### config.mk
export PLATFORM = sky130hd
export DESIGN_NAME = fetch_top
export DESIGN_NICKNAME = d
export VERILOG_FILES = /design/src/common/fetch_pkg.sv /design/src/common/icache_if.sv /design/src/icache/icache.sv /design/src/predecode.sv /design/src/fetch_ctrl.sv /design/src/fetch_top.sv
export SDC_FILE = /design/constraint.sdc
export NUM_CORES = 2
export LEC_CHECK = 0
export BUFFER_PORTS_ARGS = -buffer_cell sky130_fd_sc_hd__buf_2
export CELL_PAD_IN_SITES_DETAIL_PLACEMENT = 0
export CELL_PAD_IN_SITES_GLOBAL_PLACEMENT = 1
export CORE_UTILIZATION = 59
export CTS_CLUSTER_DIAMETER = 40
export CTS_CLUSTER_SIZE = 16
export DETAILED_ROUTE_END_ITERATION = 10
export GPL_TIMING_DRIVEN = 0
export PLACE_DENSITY_LB_ADDON = 0.05
export SKIP_CTS_REPAIR_TIMING = 1
export SLEW_MARGIN = 20
export SYNTH_ARGS = -nofsm -noshare
export SYNTH_HDL_FRONTEND = slang
export SYNTH_SLANG_ARGS = --single-unit
### constraint.sdc
create_clock -name clk -period 13.45 [get_ports clk]
set_input_delay 0 -clock clk [delete_from_list [all_inputs] [get_ports clk]]
set_output_delay 0 -clock clk [all_outputs]
set_load 0.02 [all_outputs]
### src/common/fetch_pkg.sv
package fetch_pkg;

    localparam int ICACHE_INDEX_BITS = 5;
    localparam int ICACHE_LINES = 1 << ICACHE_INDEX_BITS;
    // the index starts at bit 1, so the tag holds everything above it.
    localparam int TAG_BITS = 32 - ICACHE_INDEX_BITS - 1;

    typedef logic [31:0] pc_t;
    typedef logic [31:0] inst_t;
    typedef logic [TAG_BITS-1:0] tag_t;
    typedef logic [ICACHE_INDEX_BITS-1:0] index_t;

    // RV32I major opcodes.
    localparam logic [6:0] OP_JAL = 7'b1101111;
    localparam logic [6:0] OP_BRANCH = 7'b1100011;
    localparam logic [6:0] OP_JALR = 7'b1100111;

    // RVC funct3 codes of quadrant 1 for the first four and of quadrant 2 for jr.
    localparam logic [2:0] C_FUNCT_JAL = 3'b001;
    localparam logic [2:0] C_FUNCT_J = 3'b101;
    localparam logic [2:0] C_FUNCT_BEQZ = 3'b110;
    localparam logic [2:0] C_FUNCT_BNEZ = 3'b111;
    localparam logic [2:0] C_FUNCT_JR = 3'b100;

    typedef enum logic [1:0] {
        IDLE,
        LOOKUP,
        WAIT_REDIRECT
    } fetch_state_t;

    typedef enum logic [1:0] {
        READY,
        SETUP,
        ACCESS
    } fill_state_t;

endpackage

### src/common/icache_if.sv
`timescale 1ns/1ps

interface icache_if;
    import fetch_pkg::*;

    // a one-cycle lookup request from fetch.
    logic  req;
    pc_t   addr;

    // one-cycle answer from the cache with the 32 bits at addr.
    logic  resp_valid;
    inst_t resp_data;

    modport fetch (
        output req,
        output addr,
        input  resp_valid,
        input  resp_data
    );

    modport cache (
        input  req,
        input  addr,
        output resp_valid,
        output resp_data
    );

endinterface

### src/icache/icache.sv
`timescale 1ns/1ps

module icache (
    input  logic             clk,
    input  logic             rst,
    input  fetch_pkg::inst_t prdata,
    input  logic             pready,
    icache_if.cache          cif,
    output logic             psel,
    output logic             penable,
    output fetch_pkg::pc_t   paddr
);
    import fetch_pkg::*;

    logic [ICACHE_LINES-1:0] valid;
    tag_t                    tags  [ICACHE_LINES];
    inst_t                   lines [ICACHE_LINES];

    fill_state_t state;
    index_t      req_idx;
    index_t      fill_idx;
    tag_t        req_tag;
    logic        hit;
    logic        fill_done;

    assign req_idx = cif.addr[ICACHE_INDEX_BITS:1];
    assign req_tag = cif.addr[31:ICACHE_INDEX_BITS+1];
    assign hit = valid[req_idx] && (tags[req_idx] == req_tag);

    // the fill address is held in paddr for the whole APB transfer.
    assign fill_idx = paddr[ICACHE_INDEX_BITS:1];
    assign fill_done = (state == ACCESS) && pready;

    assign psel = (state != READY);
    assign penable = (state == ACCESS);

    always_ff @(posedge clk) begin
        if (rst) begin
            state <= READY;
            valid <= '0;
            cif.resp_valid <= 1'b0;
        end else begin
            cif.resp_valid <= 1'b0;
            case (state)
                READY: begin
                    if (cif.req) begin
                        if (hit) begin
                            cif.resp_valid <= 1'b1;
                        end else begin
                            state <= SETUP;
                        end
                    end
                end
                SETUP: begin
                    state <= ACCESS;
                end
                ACCESS: begin
                    if (pready) begin
                        state <= READY;
                        valid[fill_idx] <= 1'b1;
                        cif.resp_valid <= 1'b1;
                    end
                end
                default: begin
                    state <= READY;
                end
            endcase
        end
    end

    always_ff @(posedge clk) begin
        if (state == READY && cif.req) begin
            cif.resp_data <= lines[req_idx];
            if (!hit) begin
                paddr <= cif.addr;
            end
        end
        // memory data goes to the entry and to the requester at once.
        if (fill_done) begin
            tags[fill_idx] <= paddr[31:ICACHE_INDEX_BITS+1];
            lines[fill_idx] <= prdata;
            cif.resp_data <= prdata;
        end
    end

    // fetch waits for every answer, so a lookup never arrives during a fill.
    no_req_during_fill: assert property (
        @(posedge clk) disable iff (rst)
        cif.req |-> (state == READY)
    );

    apb_addr_stable: assert property (
        @(posedge clk) disable iff (rst)
        psel |=> !psel || $stable(paddr)
    );

endmodule

### src/predecode.sv
`timescale 1ns/1ps

module predecode (
    input  fetch_pkg::inst_t inst,
    input  fetch_pkg::pc_t   pc,
    output fetch_pkg::pc_t   next_pc,
    output logic             indirect
);
    import fetch_pkg::*;

    logic is_rvc;
    pc_t  imm_j;
    pc_t  imm_b;
    pc_t  imm_cj;
    pc_t  imm_cb;
    logic is_c_jr;

    assign is_rvc = (inst[1:0] != 2'b11);

    assign imm_j = {{12{inst[31]}}, inst[19:12], inst[20], inst[30:21], 1'b0};
    assign imm_b = {{20{inst[31]}}, inst[7], inst[30:25], inst[11:8], 1'b0};

    // the compressed immediates are scattered across the halfword.
    assign imm_cj = {{21{inst[12]}}, inst[8], inst[10:9], inst[6], inst[7],
                     inst[2], inst[11], inst[5:3], 1'b0};
    assign imm_cb = {{24{inst[12]}}, inst[6:5], inst[2], inst[11:10],
                     inst[4:3], 1'b0};

    // c.jr and c.jalr have rs2 zero and a nonzero rs1, which sets c.ebreak apart.
    assign is_c_jr = (inst[1:0] == 2'b10) && (inst[15:13] == C_FUNCT_JR) &&
                     (inst[6:2] == 5'd0) && (inst[11:7] != 5'd0);

    always_comb begin
        indirect = 1'b0;
        next_pc = pc + (is_rvc ? 32'd2 : 32'd4);
        if (!is_rvc) begin
            case (inst[6:0])
                OP_JAL: begin
                    next_pc = pc + imm_j;
                end
                OP_BRANCH: begin
                    next_pc = pc + imm_b;
                end
                OP_JALR: begin
                    indirect = 1'b1;
                end
                default: begin
                    next_pc = pc + 32'd4;
                end
            endcase
        end else if (inst[1:0] == 2'b01) begin
            // quadrant 1 holds the direct compressed jumps and branches.
            case (inst[15:13])
                C_FUNCT_J, C_FUNCT_JAL: begin
                    next_pc = pc + imm_cj;
                end
                C_FUNCT_BEQZ, C_FUNCT_BNEZ: begin
                    next_pc = pc + imm_cb;
                end
                default: begin
                    next_pc = pc + 32'd2;
                end
            endcase
        end else if (is_c_jr) begin
            indirect = 1'b1;
        end
    end

endmodule

### src/fetch_ctrl.sv
`timescale 1ns/1ps

module fetch_ctrl (
    input  logic             clk,
    input  logic             rst,
    input  logic             redirect_valid,
    input  fetch_pkg::pc_t   redirect_pc,
    input  logic             iq_full,
    input  logic             lsb_full,
    icache_if.fetch          fc,
    output logic             inst_valid,
    output fetch_pkg::inst_t inst,
    output fetch_pkg::pc_t   inst_pc
);
    import fetch_pkg::*;

    fetch_state_t state;
    pc_t          pc_q;
    pc_t          next_pc;
    logic         indirect;
    logic         discard;
    logic         stall;
    logic         accept;

    predecode predecode_i (
        .inst     (fc.resp_data),
        .pc       (pc_q),
        .next_pc  (next_pc),
        .indirect (indirect)
    );

    assign stall = iq_full || lsb_full;

    // no lookup while an abandoned response is still on its way back.
    assign fc.req = (state == IDLE) && !stall && !discard && !redirect_valid;
    assign fc.addr = pc_q;

    // a redirect in the same cycle as the response throws the response away.
    assign accept = (state == LOOKUP) && fc.resp_valid && !redirect_valid;

    always_ff @(posedge clk) begin
        if (rst) begin
            state <= IDLE;
            pc_q <= '0;
            discard <= 1'b0;
            inst_valid <= 1'b0;
        end else begin
            inst_valid <= accept;

            if (redirect_valid && state == LOOKUP && !fc.resp_valid) begin
                discard <= 1'b1;
            end else if (fc.resp_valid) begin
                discard <= 1'b0;
            end

            if (redirect_valid) begin
                state <= IDLE;
                pc_q <= redirect_pc;
            end else begin
                case (state)
                    IDLE: begin
                        if (fc.req) begin
                            state <= LOOKUP;
                        end
                    end
                    LOOKUP: begin
                        if (fc.resp_valid) begin
                            pc_q <= next_pc;
                            state <= indirect ? WAIT_REDIRECT : IDLE;
                        end
                    end
                    default: begin
                        state <= WAIT_REDIRECT;
                    end
                endcase
            end
        end
    end

    always_ff @(posedge clk) begin
        if (accept) begin
            inst <= fc.resp_data;
            inst_pc <= pc_q;
        end
    end

    // a lookup never overlaps a response coming back from the cache.
    req_only_when_idle: assert property (
        @(posedge clk) disable iff (rst)
        fc.req |-> !fc.resp_valid
    );

    // fetch has stopped, so no answer from the cache can still be on its way.
    no_resp_while_waiting: assert property (
        @(posedge clk) disable iff (rst)
        (state == WAIT_REDIRECT) |-> !fc.resp_valid
    );

endmodule

### src/fetch_top.sv
`timescale 1ns/1ps

module fetch_top (
    input  logic             clk,
    input  logic             rst,
    input  logic             redirect_valid,
    input  fetch_pkg::pc_t   redirect_pc,
    input  logic             iq_full,
    input  logic             lsb_full,
    input  fetch_pkg::inst_t prdata,
    input  logic             pready,
    output logic             psel,
    output logic             penable,
    output fetch_pkg::pc_t   paddr,
    output logic             inst_valid,
    output fetch_pkg::inst_t inst,
    output fetch_pkg::pc_t   inst_pc
);

    icache_if cache_bus ();

    fetch_ctrl fetch_ctrl_i (
        .clk            (clk),
        .rst            (rst),
        .redirect_valid (redirect_valid),
        .redirect_pc    (redirect_pc),
        .iq_full        (iq_full),
        .lsb_full       (lsb_full),
        .fc             (cache_bus.fetch),
        .inst_valid     (inst_valid),
        .inst           (inst),
        .inst_pc        (inst_pc)
    );

    icache icache_i (
        .clk     (clk),
        .rst     (rst),
        .prdata  (prdata),
        .pready  (pready),
        .cif     (cache_bus.cache),
        .psel    (psel),
        .penable (penable),
        .paddr   (paddr)
    );

endmodule

==> metrics.md <==
| Metric | Value |
|---|---|
| Seq/Total Area, Yosys | between 70% and 80% |
| Minimum clock period | a little over 6 ns |
| Die Ht | 378 µm |
| CTS root buffer | clkbuf_16 |
| Total wire length | approximately 260 mm |
| Rows | ~140 |
| Placer Congestion | around 0.96 |
| Overall Global Routing Usage | a little under two fifths |
| Gate Count Post-Synth | 4354 |
| Synth Flop Type | edfxtp_1 |
| IO Pins | about 170 |
| CTS max path bufs | 3 |
| Hold_ws | -0.0119 ns |
| Slowest stage delay, CP | around 0.56 ns |
| CP Class | flop to flop |
| Area growth, synth to finish | 18.8% |
| Fin. Hold Viols | 1 |
| Number of global-route vias before repair | around 47000 |
| First-pass GRT wire length | around 360 mm |
| Worst hold path class | primary input to flop |
| # DRC | 0 |
| Async SR Flop Fraction | 0% |
| Worst path slowest cell | or4_1 |
| Clk sink count | a little over 2000 |
| Critical Path, Cell by Cell | buf_2 -> and2_1 -> inv_1 -> or4_1 -> clkbuf_1 -> clkbuf_1 -> mux2_2 -> ha_1 -> inv_1 -> fa_1 -> nor2b_1 -> o31a_1 -> o2111ai_1 -> a31oi_1 -> a41o_1 -> o2bb2ai_1 -> mux2i_1 -> o41a_1 -> o311a_1 |
| Failing checks | hold timing |
| Initial drt markers | around 6700 |
| Starting Density | between 50% and 60% |
| Die W | roughly 380 µm |
| Seq cells post-synth | around 2100 |
| Post-synth cell types | 99 |
| IO Port Bufs | around 170 |
| Final nets | between 5000 and 6000 |
| Worst VDD drop | approximately 0.18 mV |
| Most frequent cell after synthesis | edfxtp_1 |
| Post-Syn Nets | 4473 |
| Critical Path End Type | flop |
| Share of cells above drive strength 1 | between 20% and 30% |
| Drt wl/cell | approximately 37 µm |
| Antenna-violating nets left | 0 |
| DR vias | 48400 |
| H-tree depth | 4 |
| R2R setup slack | 7.42 ns |
| CP arrival | roughly 6.8 ns |
| CP max FO | 10 |
| CTS tree | yes |
| Post-detail-place hpwl | 177 mm |
| Core Box Area | 140000 µm² |
| Area of the mapped netlist | around 84000 µm² |
| Vias/cell | between 6 and 7 |
| Peak Freq | between 150 and 200 MHz |
| Leak | around 32 nW |
| Top-area cell type share of the netlist area | a little under three quarters |
| Router iterations before antenna repair | 8 |
| Commonest cells in the netlist | 1984 x edfxtp_1, 505 x mux4_2, 232 x nor2_1 |
| Relative slew slack | 21.4% |
| Max_cap viols | 0 |
| Clk_lat worst skew | 0.86 ns |
| Crit path launch type | flop |
| Period utilization | about 45% |
| Largest net degree at the start of global routing | 73 |
| Ranking of synthesized cells by area | edfxtp_1 71%, mux4_2 14%, dfxtp_1 1.8% |
| Filler cells | 8531 |
| GRT overflow | 0 |
| Area leader, netlist | edfxtp_1 |
| Clock skew | about 0.066 ns |
| Cts bufs inserted | between 200 and 250 |
| Utilization after layout | a little under three quarters |
| Pwr/cell area | 146 nW/µm² |
| Post-synth EDFFs | between 1500 and 2000 |
| Setup total negative slack | 0 ns |
| RSZ-0062 raised after global routing | false |
| Reg clk slew, reported paths | roughly 0.060 ns |
| Syn_area_per_cell | slightly below 20 µm² |
| Worst Path Required | ~14 ns |
| Final count of negative-setup-slack endpoints | 0 |
| Status | complete, but fails checks |
| Initial antenna violation count | 11 |
| Synth warnings | 0 |
| Die Footprint | 143000 µm² |
| Final Max Tran Viols | 0 |
| Worst Max-Slew Pin Slew | 1.17 ns |
worst paths after layout:
check | from | endpoint | cells after the start
max | icache_i.cif.resp_data[0]$_DFFE_PP_ | fetch_ctrl_i.fc.addr[31]$_SDFFE_PP0P_ | 19
min | redirect_pc[7] | fetch_ctrl_i.fc.addr[7]$_SDFFE_PP0P_ | 4
max reg2reg | icache_i.cif.resp_data[0]$_DFFE_PP_ | fetch_ctrl_i.fc.addr[31]$_SDFFE_PP0P_ | 19
min reg2reg | icache_i.cif.resp_data[24]$_DFFE_PP_ | fetch_ctrl_i.inst[24]$_DFFE_PP_ | 0
registers in the layout, summed over array words and instances (netlist names), named ones only:
name / cells
icache_i.tags: 832
icache_i.paddr: 32
fetch_ctrl_i.fc.addr: 32
icache_i.state: 2
fetch_ctrl_i.discard: 1
fetch_ctrl_i.inst_valid: 1
icache_i.cif.resp_data: 32
fetch_ctrl_i.inst_pc: 32
fetch_ctrl_i.state: 2
icache_i.valid: 32
icache_i.lines: 1024
icache_i.cif.resp_valid: 1
fetch_ctrl_i.inst: 32
per-stage QoR:
stage | instances | setup WS, ns | power, mW | area [µm²] | hold WS [ns]
floorplan | 4354 | 9.07 | 7.71 | 83600 | 0.0989
global placement | 6396 | 4.08 | 8.08 | 86800 | 0.251
detailed placement | 6540 | 7.65 | 8.09 | 90400 | 0.272
CTS | 6974 | 7.52 | 14.5 | 98500 | -0.624
global route | 7053 | 7.36 | 14.8 | 99300 | 0.0140
finish | 7056 | 7.42 | 14.5 | 99300 | -0.0119
logic make-up after synthesis:
| kind of cell | count (synthesis) | share of synthesized area, % |
|---|---|---|
| DFF | 2060 | 73.1 |
| and+or+nand+nor | 714 | 4.14 |
| muxes | 638 | 15.2 |
| AOI/OAI and AO/OA | 535 | 4.36 |
| buffers and inverters | 278 | 1.60 |
| xor gates and xnor gates | 80 | 0.838 |
| adders and majority gates | 49 | 0.760 |
placed cells by master (no fill, tap or decap), drive strengths merged, types with 52 or more instances in the layout:
| cell | n |
|---|---|
| mux4 | 505 |
| o21ai | 87 |
| a21oi | 96 |
| buf | 455 |
| nor2 | 232 |
| dlygate4sd3 | 70 |
| clkbuf | 358 |
| nor3 | 56 |
| inv | 81 |
| clkinv | 88 |
| edfxtp | 1984 |
| nand2 | 182 |
| xnor2 | 52 |
| dfxtp | 76 |
| mux2i | 122 |
report_power, final:
part	internal [mW]	switching, mW	total, mW
sequential	7.03	0.0648	7.10
clock	3.74	2.80	6.53
combinational	0.332	0.559	0.891
worst max-delay path: cells and delay by family (launching register included):
family / cells / cell delay [ns]
fa+ha+maj: 2 / 0.61
compound gates: 7 / 1.93
simple gates: 3 / 0.96
mux: 2 / 0.82
buf+inv: 5 / 1.11
flops: 1 / 0.46
metal layers:
metal | up-vias | routed length (µm) | global-route usage (%)
met1 | 25200 | 94900 | 49.1
met4 | 20 | 14500 | 17.7
met2 | 3111 | 128000 | 59.9
li1 | 19300 | - | -
met3 | 667 | 25200 | 6.93
met5 | - | 133 | 0
layout make-up:
type / instances / area, µm² / share of cell area, %
flip-flops and latches: 2060 / 61100 / 61.5
multi-input cells: 2016 / 21400 / 21.6
clock buffers: 251 / 5910 / 5.95
repair buffers: 386 / 5000 / 5.04
well taps: 1876 / 2350 / 2.36
clock inverters: 183 / 2190 / 2.20
plain buffers: 246 / 1220 / 1.23
inverters: 32 / 125 / 0.126
diodes: 6 / 15.0 / 0.0151
(Power assumes the default switching activity.)
